<file path="config.mk">
export PLATFORM = sky130hd
export DESIGN_NAME = audio_top
export DESIGN_NICKNAME = d
export VERILOG_FILES = /design/src/common/audio_pkg.sv /design/src/verilog/audio_top.sv /design/src/audio/audio_compressor.sv /design/src/audio/audio_mixer.sv /design/src/verilog/sound_regs.sv /design/src/verilog/port_decode.sv
export VERILOG_INCLUDE_DIRS = /design/src /design/src/common
export SDC_FILE = /design/constraint.sdc
export NUM_CORES = 1
export LEC_CHECK = 0
export BUFFER_PORTS_ARGS = -buffer_cell sky130_fd_sc_hd__clkbuf_2
export CORE_MARGIN = 1.5
export CORE_UTILIZATION = 53
export CTS_CLUSTER_SIZE = 28
export DETAILED_ROUTE_END_ITERATION = 10
export PLACE_DENSITY = 0.79
export SLEW_MARGIN = 20
export SYNTH_ARGS = -nofsm -noshare
export SYNTH_HDL_FRONTEND = slang
export SYNTH_SLANG_ARGS = --single-unit
</file>
<file path="constraint.sdc">
create_clock -name clk_28mhz -period 3.87 [get_ports clk_28mhz]
set_clock_uncertainty 0.05 [all_clocks]
set_input_delay 0.1935 -clock clk_28mhz [delete_from_list [all_inputs] [get_ports clk_28mhz]]
set_output_delay 0.1935 -clock clk_28mhz [all_outputs]
set_load 0.02 [all_outputs]
</file>
<file path="src/common/audio_consts.svh">
`ifndef AUDIO_CONSTS_SVH
`define AUDIO_CONSTS_SVH

// low address byte of each fixed sound port
// border / beeper
`define PORT_FE 8'hFE
// covox dac
`define PORT_COVOX 8'hFB
// saa1099, a8 picks address or data inside the chip
`define PORT_SAA 8'hFF

// left shifts that bring every source onto the 16-bit mix scale
// 12-bit turbosound fills the top of the word
`define TS_SHIFT 4
// saa, covox and beeper sit two bits lower for headroom
`define CHIP_SHIFT 6

// bit of the #FE register that drives the speaker
`define BEEPER_BIT 4

// two-slope soft compressor
// slope above the knee is 1/COMP_F
`define COMP_F 4
// slope below the knee
`define COMP_A 2
// knee: 32767*(COMP_F-1)/(COMP_F*COMP_A-1) + 1
// the +1 keeps the upper segment from starting above the lower one
`define COMP_X 14044
// output level at the knee, COMP_X*COMP_A
`define COMP_B 28088

`endif
</file>
<file path="src/common/audio_pkg.sv">
`default_nettype none

package audio_pkg;

  // which sound port a z80 i/o write lands on
  // port_none covers every address the audio block ignores
  typedef enum logic [2:0] {
    port_none,
    // border and beeper register
    port_fe,
    // 8-bit covox dac level
    port_covox,
    // turbosound register window
    port_ts,
    // saa1099 address and data writes
    port_saa
  } io_port_t;

  // one turbosound channel, unsigned
  typedef logic [11:0] ts_sample_t;

  // one saa channel or the covox level, unsigned
  typedef logic [7:0] chip_sample_t;

  // pre-mix and compressed output
  // compressor reads bit 15 as the sign
  typedef logic [15:0] mix_sample_t;

endpackage : audio_pkg

`default_nettype wire

</file>
<file path="src/verilog/audio_top.sv">
`timescale 1ns/10ps
`default_nettype none

module audio_top
  import audio_pkg::*;
(
  input  wire               clk_28mhz,
  input  wire               rst,
  // z80 bus
  input  wire [15:0]        cpu_addr,
  input  wire [7:0]         cpu_dout,
  input  wire               iorq_n,
  input  wire               wr_n,
  // samples from the external chips
  input  wire ts_sample_t   ts_l,
  input  wire ts_sample_t   ts_r,
  input  wire chip_sample_t saa_l,
  input  wire chip_sample_t saa_r,
  // strobes to the external chips
  output wire               ts_we,
  output wire               ts_bc,
  output wire               saa_wr_n,
  // compressed stereo out
  output wire mix_sample_t  audio_out_l,
  output wire mix_sample_t  audio_out_r
);

  logic         io_write;
  io_port_t     io_port;
  logic         beeper;
  chip_sample_t covox;
  mix_sample_t  pre_l;
  mix_sample_t  pre_r;

  // ay bc1 is a14, ts chip select and register/data pick
  assign ts_bc = cpu_addr[14];

  // decode, no clock
  port_decode u_port_decode (
    .cpu_addr (cpu_addr),
    .iorq_n   (iorq_n),
    .wr_n     (wr_n),
    .io_write (io_write),
    .io_port  (io_port),
    .ts_we    (ts_we),
    .saa_wr_n (saa_wr_n)
  );

  // #FE and covox registers
  sound_regs u_sound_regs (
    .clk_28mhz (clk_28mhz),
    .rst       (rst),
    .io_write  (io_write),
    .io_port   (io_port),
    .cpu_dout  (cpu_dout),
    .beeper    (beeper),
    .covox     (covox)
  );

  // first stage, sum of all sources
  audio_mixer u_audio_mixer (
    .clk_28mhz (clk_28mhz),
    .rst       (rst),
    .ts_l      (ts_l),
    .ts_r      (ts_r),
    .saa_l     (saa_l),
    .saa_r     (saa_r),
    .covox     (covox),
    .beeper    (beeper),
    .pre_l     (pre_l),
    .pre_r     (pre_r)
  );

  // second stage, soft compression
  audio_compressor u_audio_compressor (
    .clk_28mhz   (clk_28mhz),
    .rst         (rst),
    .pre_l       (pre_l),
    .pre_r       (pre_r),
    .audio_out_l (audio_out_l),
    .audio_out_r (audio_out_r)
  );

endmodule : audio_top

`default_nettype wire

</file>
<file path="src/audio/audio_compressor.sv">
`timescale 1ns/10ps
`include "audio_consts.svh"
`default_nettype none

module audio_compressor
  import audio_pkg::*;
(
  input  wire              clk_28mhz,
  input  wire              rst,
  // pre-mix from the mixer, two's complement
  input  wire mix_sample_t pre_l,
  input  wire mix_sample_t pre_r,
  // final stereo pair
  output mix_sample_t      audio_out_l,
  output mix_sample_t      audio_out_r
);

  // two-slope curve on the magnitude, sign put back at the end
  //   below the knee: gain COMP_A
  //   above the knee: 1/COMP_F, starting at COMP_B
  function automatic mix_sample_t compress(input mix_sample_t x);
    mix_sample_t mag;
    mix_sample_t res;

    // bit 15 is the sign
    mag = x[15] ? -x : x;

    if (mag < 16'(`COMP_X)) begin
      // quiet part gets boosted
      res = mag * 16'(`COMP_A);
    end else begin
      // loud part flattened, remainder dropped
      res = ((mag - 16'(`COMP_X)) / 16'(`COMP_F)) + 16'(`COMP_B);
    end

    return x[15] ? -res : res;
  endfunction

  // same curve on both sides, one clock
  always_ff @(posedge clk_28mhz) begin
    if (rst) begin
      audio_out_l <= '0;
      audio_out_r <= '0;
    end else begin
      audio_out_l <= compress(pre_l);
      audio_out_r <= compress(pre_r);
    end
  end

  // sign survives the curve
  // pre-mix moves in steps of 16, so only -32768 can spill
  // past the 16-bit range and is left out of the check
  assert property (@(posedge clk_28mhz) disable iff (rst)
    (pre_l != '0 && pre_l != 16'h8000)
    |=> audio_out_l[15] == $past(pre_l[15]))
    else $error("audio_compressor: left sign flipped");

  assert property (@(posedge clk_28mhz) disable iff (rst)
    (pre_r != '0 && pre_r != 16'h8000)
    |=> audio_out_r[15] == $past(pre_r[15]))
    else $error("audio_compressor: right sign flipped");

endmodule : audio_compressor

`default_nettype wire

</file>
<file path="src/audio/audio_mixer.sv">
`timescale 1ns/10ps
`include "audio_consts.svh"
`default_nettype none

module audio_mixer
  import audio_pkg::*;
(
  input  wire               clk_28mhz,
  input  wire               rst,
  // turbosound, left and right
  input  wire ts_sample_t   ts_l,
  input  wire ts_sample_t   ts_r,
  // saa1099, left and right
  input  wire chip_sample_t saa_l,
  input  wire chip_sample_t saa_r,
  // mono sources, fed to both sides
  input  wire chip_sample_t covox,
  input  wire               beeper,
  // pre-mix to the compressor
  output mix_sample_t       pre_l,
  output mix_sample_t       pre_r
);

  mix_sample_t ts_l_al;
  mix_sample_t ts_r_al;
  mix_sample_t saa_l_al;
  mix_sample_t saa_r_al;
  mix_sample_t covox_al;
  mix_sample_t beep_al;
  mix_sample_t mono_al;

  // turbosound scaled to the top of the word
  assign ts_l_al = mix_sample_t'(ts_l) << `TS_SHIFT;
  assign ts_r_al = mix_sample_t'(ts_r) << `TS_SHIFT;

  // 8-bit chips two bits down from full scale
  assign saa_l_al = mix_sample_t'(saa_l) << `CHIP_SHIFT;
  assign saa_r_al = mix_sample_t'(saa_r) << `CHIP_SHIFT;

  // covox and beeper are mono
  assign covox_al = mix_sample_t'(covox) << `CHIP_SHIFT;
  // beeper is one lsb of the chip scale
  assign beep_al = mix_sample_t'(beeper) << `CHIP_SHIFT;
  // summed once, shared by both sides
  assign mono_al = covox_al + beep_al;

  // one registered add per side
  // no saturation, the sum wraps at 16 bits
  always_ff @(posedge clk_28mhz) begin
    if (rst) begin
      pre_l <= '0;
      pre_r <= '0;
    end else begin
      pre_l <= ts_l_al + saa_l_al + mono_al;
      pre_r <= ts_r_al + saa_r_al + mono_al;
    end
  end

endmodule : audio_mixer

`default_nettype wire

</file>
<file path="src/verilog/sound_regs.sv">
`timescale 1ns/10ps
`include "audio_consts.svh"
`default_nettype none

module sound_regs
  import audio_pkg::*;
(
  input  wire                clk_28mhz,
  input  wire                rst,
  // decoded write from port_decode
  input  wire                io_write,
  input  wire io_port_t      io_port,
  input  wire [7:0]          cpu_dout,
  // to the mixer
  output logic               beeper,
  output chip_sample_t       covox
);

  // full #FE register
  // border bits live here too, only the beeper leaves
  logic [7:0] fe_reg;

  // a long write just reloads the same value each clock
  always_ff @(posedge clk_28mhz) begin
    if (rst) begin
      fe_reg <= '0;
      covox  <= '0;
    end else if (io_write) begin
      case (io_port)
        port_fe: begin
          fe_reg <= cpu_dout;
        end
        port_covox: begin
          covox <= cpu_dout;
        end
        default: begin
          // ts and saa writes go to the external chips
        end
      endcase
    end
  end

  // speaker bit
  assign beeper = fe_reg[`BEEPER_BIT];

  // silent start, the mixer sees no stale level
  assert property (@(posedge clk_28mhz)
    rst |=> (beeper == 1'b0) && (covox == '0))
    else $error("sound_regs: outputs not cleared after reset");

endmodule : sound_regs

`default_nettype wire

</file>
<file path="src/verilog/port_decode.sv">
`timescale 1ns/10ps
`include "audio_consts.svh"
`default_nettype none

module port_decode
  import audio_pkg::*;
(
  // z80 bus, write side only
  input  wire [15:0] cpu_addr,
  input  wire        iorq_n,
  input  wire        wr_n,
  // decoded write cycle
  output logic       io_write,
  output io_port_t   io_port,
  // strobes for the external sound chips
  output logic       ts_we,
  output logic       saa_wr_n
);

  logic [7:0] low_byte;
  logic       ts_hit;

  // spectrum style partial decode, only the low byte counts
  assign low_byte = cpu_addr[7:0];

  // turbosound window
  // a15 high, a1 low, a0 high
  assign ts_hit = cpu_addr[15] & ~cpu_addr[1] & cpu_addr[0];

  // z80 i/o write, can span several clocks
  assign io_write = ~iorq_n & ~wr_n;

  // port kind, turbosound checked first
  always_comb begin
    if (ts_hit) begin
      io_port = port_ts;
    end else if (low_byte == `PORT_FE) begin
      io_port = port_fe;
    end else if (low_byte == `PORT_COVOX) begin
      io_port = port_covox;
    end else if (low_byte == `PORT_SAA) begin
      io_port = port_saa;
    end else begin
      io_port = port_none;
    end
  end

  // level strobes, follow the bus with no delay
  always_comb begin
    // ay bdir, bc comes straight from a14 at the top
    ts_we = io_write & (io_port == port_ts);
    // saa wants an active low write
    saa_wr_n = ~(io_write & (io_port == port_saa));

    // the two chips share the data bus
    // never let both latch the same write
    assert (!(ts_we && !saa_wr_n))
      else $error("port_decode: ts_we and saa_wr_n active together");
  end

endmodule : port_decode

`default_nettype wire

</file>
* After elaboration in Yosys (flattened, before gate mapping)
Index checks and enable logic that the tools add are counted.
Word-level totals: input port bits 68, logic and storage cells 51, output and inout port bits 35, flip-flop bits (word level) 77
Cells by class: bitwise operators 9, reduce and logical (&&, ||, !) cells 2, multiplexer cells 12, order comparisons 2, add/subtract/negate cells 13, eq/ne operators 7
Operator list (number):
- $mux W16 | 8
- $neg A16 Y16 | 4
- $add A14 B15 Y16 const B | 2
- $add A16 B14 Y16 | 2
- $lt A16 B14 Y1 const B | 2
- $sub A16 B14 Y16 const B | 2
- $eq A8 B8 Y1 const B | 3
- $add A16 B15 Y16 | 1
- $add A16 B16 Y16 | 1
- $add A14 B7 Y15 | 1
- $mux W3 | 4
- $eq A3 B2 Y1 const B | 2
- $and A1 B1 Y1 | 5
- $not A1 Y1 | 4
- $reduce_and A2 Y1 | 2
- $eq A3 B1 Y1 const B | 1
- $eq A3 B3 Y1 const B | 1

* Logic depth before layout (Yosys ltp)
depth after elaboration 8, gate-level depth with buffers 17, gate-level depth less buffers 17

* Cells and area by module
A second synthesis with hierarchy kept.
Second synthesis, totals: cell total of the unflattened synthesis 887, area, all modules 7194.4 um2
By module, submodules not included:
- audio_compressor | instances 1, seq. area each 640.6 um2, cells each 633, area each 4734.5 um2
- audio_mixer | instances 1, seq. area each 480.5 um2, cells each 203, area each 1956.9 um2
- sound_regs | instances 1, seq. area each 180.2 um2, cells each 39, area each 416.6 um2
- port_decode | instances 1, seq. area each 0.0 um2, cells each 11, area each 78.8 um2
- audio_top | instances 1, seq. area each 0.0 um2, cells each 1, area each 7.5 um2

* Worst setup path after synthesis
No wires, ideal clock.
kind register -> register, start reg u_audio_mixer.pre_l[4], end reg u_audio_compressor.audio_out_l[12], stages on the path, launching flop included 16, library setup time 0.088 ns, period minus slack after synthesis 3.836 ns, required time 3.732 ns, slack 0.034 ns, buffers on the path 1, data arrival time 3.698 ns, path through dfxtp_1 clkbuf_1 inv_1 ha_1 nand2b_1 xnor2_1 ha_1 inv_1 xnor3_1 nand2b_1 a21oi_1 a22oi_1 a21boi_4 nor3_1 a211o_1 a311oi_2
Between the ends: cells in the longest elaborated chain, start to end 8, elaborated cells on any way between the ends 9, those cells by class 4 x add/sub; 1 x order compare; 4 x mux
Ends and longest elaborated chain:
- start: declaration | line audio_mixer.sv:20 | output mix_sample_t pre_l,
- start signal: assignment | line audio_mixer.sv:54 | pre_l <= ts_l_al + saa_l_al + mono_al;
- $neg A16 Y16 | line audio_compressor.sv:26 | mag = x[15] ? -x : x;
- $mux W16 * | line audio_compressor.sv:26
- $sub A16 B14 Y16 | line audio_compressor.sv:33 | res = ((mag - 16'(`COMP_X)) / 16'(`COMP_F)) + 16'(`COMP_B);
- $add A14 B15 Y16 | line audio_compressor.sv:33
- $mux W16 * | line audio_compressor.sv:28 | if (mag < 16'(`COMP_X)) begin
- $mux W16 * | line audio_compressor.sv:41 | if (rst) begin
- $neg A16 Y16 | line audio_compressor.sv:36 | return x[15] ? -res : res;
- $mux W16 * | line audio_compressor.sv:36
- end signal: assignment | line audio_compressor.sv:45 | audio_out_l <= compress(pre_l);
- end: declaration | line audio_compressor.sv:14 | output mix_sample_t audio_out_l,
Every way passes the cells marked *; elsewhere a longest branch is shown, timed or not. The select of a mux whose other input is x is not followed. A chain may end at the register's enable or synchronous reset.

* Worst setup path in the final report
Same ends and word-level chain as after synthesis.

==> impl_summary.md <==
GRT
The number of global-route vias before repair came to between 5000 and 6000. Global routing finished with a remaining overflow of 0. The total routing usage reported by global routing is 0.235. The initial antenna violation count is 0. The first global-routing pass estimated 24.5 mm of wire.

Entering global routing, the biggest net connects 41 pins.

Min path
The class of the tightest hold or removal check is primary input to register. The cell depth of the worst min-delay path is 2.

Die
The initial core utilization is 0.550. During I/O placement, the number of pins put on the boundary was 103. The initialized floorplan defines 39 standard-cell rows. The floorplan step defined a die boundary enclosing 12700 µm². The die boundary height is approximately 110 µm. The area of the core region is between 10000 and 15000 µm².

The horizontal die dimension is ~110 µm.

Clock tree
The sink count of the clock tree is 65. The count of H-tree levels built during CTS is 3. The number of setup buffers added after CTS is 0. The clock root buffer master is sky130_fd_sc_hd__clkbuf_16. The clock transition time at the flip-flop clock pins of the worst setup and hold paths is about 50 ps.

TritonCTS built the clock tree. The number of gates given a new drive strength after cts is 0. Hold repair after CTS inserted 0 buffers.

In this run the deepest clock path goes through 2 buffers. The clock latency of the later-clocked register in the worst-skew pair is ~340 ps. The CTS buffer count is 9.

Power and ir drop
Of the total power, the share spent switching nets is 0.404. The maximum vdd drop is between 0.15 and 0.2 mV. The share of total power dissipated in combinational logic is 0.501. The internal power of the cells totals 1980 µW.

In this run the power spent charging and discharging nets is around 1300 µW. The fraction of power consumed by sequential logic is 0.261. The power per unit of standard cell area is around 450 nW/µm². In this run the static leakage power is 0.00333 µW. The share of total power dissipated in the clock network is 0.238.

Worst setup path
The cell depth of the worst setup path is 15. In this run the critical register-to-register path is launched from u_audio_mixer.pre_l[4]$_SDFF_PP0_. The worst setup path is launched from a register. Of all nets on the critical path, the largest fanout is 4. Data arrives at the worst endpoint at between 3000 and 4000 ps.

The critical path starts at u_audio_mixer.pre_l[4]$_SDFF_PP0_. The worst reg-to-reg path cell count is 15. The endpoint of the lowest-slack register-to-register path is u_audio_compressor.audio_out_l[12]$_SDFF_PP0_. The endpoint class of the critical path is a register.

The number of buffers and inverters on the critical path is 3. The worst setup path is of the register to register kind. The most critical setup path has its endpoint at u_audio_compressor.audio_out_l[12]$_SDFF_PP0_.

The worst-case register-to-register setup slack is approximately 250 ps. The required time at the worst-slack endpoint is between 4000 and 5000 ps. The signal on the critical path passes through inv_1, ha_1, and2_1, nor2_1, inv_1, ha_1, a2111oi_0, buf_4, a41oi_1, o41ai_1, a211oi_2, a21boi_4, nor3_1, a211o_1, a311oi_2.

The family of cells with the greatest summed delay on the critical path is compound AO/OA/AOI/OAI gates. The biggest cell delay along the critical path is roughly 450 ps. The cell with the largest stage delay on the worst path is sky130_fd_sc_hd__a2111oi_0.

Timing
The final-report hold violation count came to 0. Hold is met by about 12 ps. The sum of negative setup slack is 0 ps. Measured against its own limit, the worst slew margin works out to 0.403. Static timing analysis puts the maximum clock frequency at ~0.28 GHz. Setup repair after global routing left no endpoint under its margin.

The worst path in the final design needs a cycle of approximately 3600 ps, including I/O delays and setup. The final max-slew violation count is 0. At the pin with the least slew margin, the transition time is between 800 and 900 ps.

The number of endpoints failing setup at the final stage is 0. Dividing the final minimum period by the clock period gives 0.935.

Synthesis
The most used flip-flop cell after synthesis is sky130_fd_sc_hd__dfxtp_1. The synthesized netlist occupies a cell area of 6360 µm². Synthesis handed over a netlist of around 810 instances. By count the netlist is led by 80 x sky130_fd_sc_hd__inv_1, 65 x sky130_fd_sc_hd__dfxtp_1, 62 x sky130_fd_sc_hd__nor2_1, 54 x sky130_fd_sc_hd__nand2_1, 51 x sky130_fd_sc_hd__xnor2_1. The share of synthesized area in the top cell type comes to 0.205. Synthesis instantiated just over 90 different standard cells from the library. The yosys synthesis warning count is 0. The sequential share of the synthesized area is 0.205.

The library cell with the highest instance count after synthesis is sky130_fd_sc_hd__inv_1. Yosys mapped a number of flops with a built-in enable equal to 0. The synthesized netlist net count is between 900 and 1000. The synthesized design contains 65 register bits. By area the synthesized netlist is led by sky130_fd_sc_hd__dfxtp_1 20%, sky130_fd_sc_hd__xnor2_1 7.0%, sky130_fd_sc_hd__fa_1 5.7%. The cell type contributing the most total cell area after synthesis is sky130_fd_sc_hd__dfxtp_1. The fraction of registers with async set or reset after synthesis is 0. The average instance in the mapped netlist occupies 7.82 µm².

Cells and area
The largest registers in the layout are u_audio_compressor.audio_out_l: 16 flops, u_audio_compressor.audio_out_r: 16 flops. The synthesis-to-layout area growth is 15.5%. The repair_antennas step left the layout with diodes totalling 0.

In the final layout, the share of cells above drive strength 1 is 0.196. After the last flow step, the layout net total stands at around 1000.

Routing
The number of vias after detailed routing is 6018. The remaining antenna violation count is 0. The number of DRC markers after the initial detailed-route iteration is around 400. The first detailed-routing pass ran for 8 iterations. The detail-routed net length per standard cell is around 14 µm. After detailed routing, the total wire length is around 15 mm.

In the routed design, unresolved DRC markers number 9. The via density per instance is around 5.7.

Placed design
In this run the tool buffered the top-level ports with between 90 and 100 buffer cells. At the end of routability-driven placement, the weighted congestion stood at between 0.9 and 1. Detailed placement finished with a half-perimeter wire length of 11.6 mm.

Outcome
The checks that failed: design-rule violations. The run finished, with violations left.

Run
The tool flagged a number of max-cap violations equal to 0.
==> cell usage in the layout (no fill, tap or decap), types with 4 or more instances in the layout <==
master                      synthesis  layout
sky130_fd_sc_hd__clkbuf_2           1      94
sky130_fd_sc_hd__inv_1             80      80
sky130_fd_sc_hd__dfxtp_1           65      65
sky130_fd_sc_hd__nor2_1            62      62
sky130_fd_sc_hd__nand2_1           54      54
sky130_fd_sc_hd__xnor2_1           51      51
sky130_fd_sc_hd__a21oi_1           38      38
sky130_fd_sc_hd__buf_4              4      35
sky130_fd_sc_hd__o21ai_0           30      30
sky130_fd_sc_hd__nor3_1            30      30
sky130_fd_sc_hd__nand3_1           27      27
sky130_fd_sc_hd__ha_1              26      26
sky130_fd_sc_hd__xor2_1            19      19
sky130_fd_sc_hd__nor2b_1           18      18
sky130_fd_sc_hd__fa_1              18      18
sky130_fd_sc_hd__mux2i_1           17      17
sky130_fd_sc_hd__nand2b_1          13      13
sky130_fd_sc_hd__or3_1             12      12
sky130_fd_sc_hd__a31oi_1           11      11
sky130_fd_sc_hd__nor4_1            11      11
sky130_fd_sc_hd__a211oi_1          11      11
sky130_fd_sc_hd__a21o_1            10      10
sky130_fd_sc_hd__o31ai_1           10      10
sky130_fd_sc_hd__clkbuf_16          0       9
sky130_fd_sc_hd__nand4_1            8       8
sky130_fd_sc_hd__o211ai_1           8       8
sky130_fd_sc_hd__and3_1             7       7
sky130_fd_sc_hd__o21bai_1           7       7
sky130_fd_sc_hd__o21a_1             6       6
sky130_fd_sc_hd__o2111ai_1          6       6
sky130_fd_sc_hd__o41ai_1            5       5
sky130_fd_sc_hd__a21boi_0           5       5
sky130_fd_sc_hd__nor3b_1            4       4
sky130_fd_sc_hd__a211o_1            4       4
sky130_fd_sc_hd__a211oi_2           4       4
sky130_fd_sc_hd__o311ai_1           3       4
sky130_fd_sc_hd__mux2_2             4       4
==> through the flow <==
stage	cell area, µm²	instances	worst slack [ps]	power, µW	util
after global placement	7040	1038	393	2490	0.609
after floorplan	6360	813	33.8	2120	-
after detailed placement	7040	1038	330	2510	0.609
after global routing	7340	1054	2.21	3550	0.635
final	7340	1054	252	3330	0.635
after CTS	7340	1054	304	3320	0.635
==> kinds of logic after synthesis <==
kind of cell | synth area share
fa+ha+maj | 0.108
mux | 0.0356
buf+inv | 0.0854
flops | 0.205
xor+xnor | 0.102
simple gates | 0.218
compound gates | 0.246
==> worst register-to-register path, cell delays in order (launching register included) <==
cell and delay, ps:
sky130_fd_sc_hd__dfxtp_1 330, sky130_fd_sc_hd__inv_1 50, sky130_fd_sc_hd__ha_1 350, sky130_fd_sc_hd__and2_1 190, sky130_fd_sc_hd__nor2_1 140, sky130_fd_sc_hd__inv_1 100, sky130_fd_sc_hd__ha_1 240, sky130_fd_sc_hd__a2111oi_0 450
sky130_fd_sc_hd__buf_4 210, sky130_fd_sc_hd__a41oi_1 40, sky130_fd_sc_hd__o41ai_1 420, sky130_fd_sc_hd__a211oi_2 190, sky130_fd_sc_hd__a21boi_4 190, sky130_fd_sc_hd__nor3_1 70, sky130_fd_sc_hd__a211o_1 300, sky130_fd_sc_hd__a311oi_2 220
==> worst min-delay path by stage <==
stage / startpoint / end / slack [ps]
after floorplan: ts_l[0] / u_audio_mixer.pre_l[4]$_SDFF_PP0_ / 270
after global placement: cpu_addr[14] / ts_bc / 340
after detailed placement: cpu_addr[14] / ts_bc / 340
after CTS: ts_r[0] / u_audio_mixer.pre_r[4]$_SDFF_PP0_ / 5
after global routing: ts_r[0] / u_audio_mixer.pre_r[4]$_SDFF_PP0_ / 50
final: ts_r[0] / u_audio_mixer.pre_r[4]$_SDFF_PP0_ / 10
==> metal layers <==
layer | share of wire | global-route usage
met2 | 0.46 | 0.391
met1 | 0.47 | 0.317
met5 | 0 | 0
met3 | 0.061 | 0.0346
met4 | 0.013 | 0.0684
==> power groups by stage <==
stage	registers, µW	clock network, µW	logic, µW
2_1_floorplan	934	0	1180
3_3_place_gp	878	0	1610
3_5_place_dp	880	0	1630
4_1_cts	867	808	1640
5_1_grt	879	834	1830
6_report	869	792	1660
==> area by class of cell <==
cell class                 instances  area [µm²]
clock buffer                      11         243
clock inverter                     5        55.1
fill                            1044        4220
inverter                          83         312
multi-input combinational        618        4520
sequential                        65        1300
tap                              143         179
timing repair buffer             129         733
Note: power is estimated with default switching activity, not from simulation.
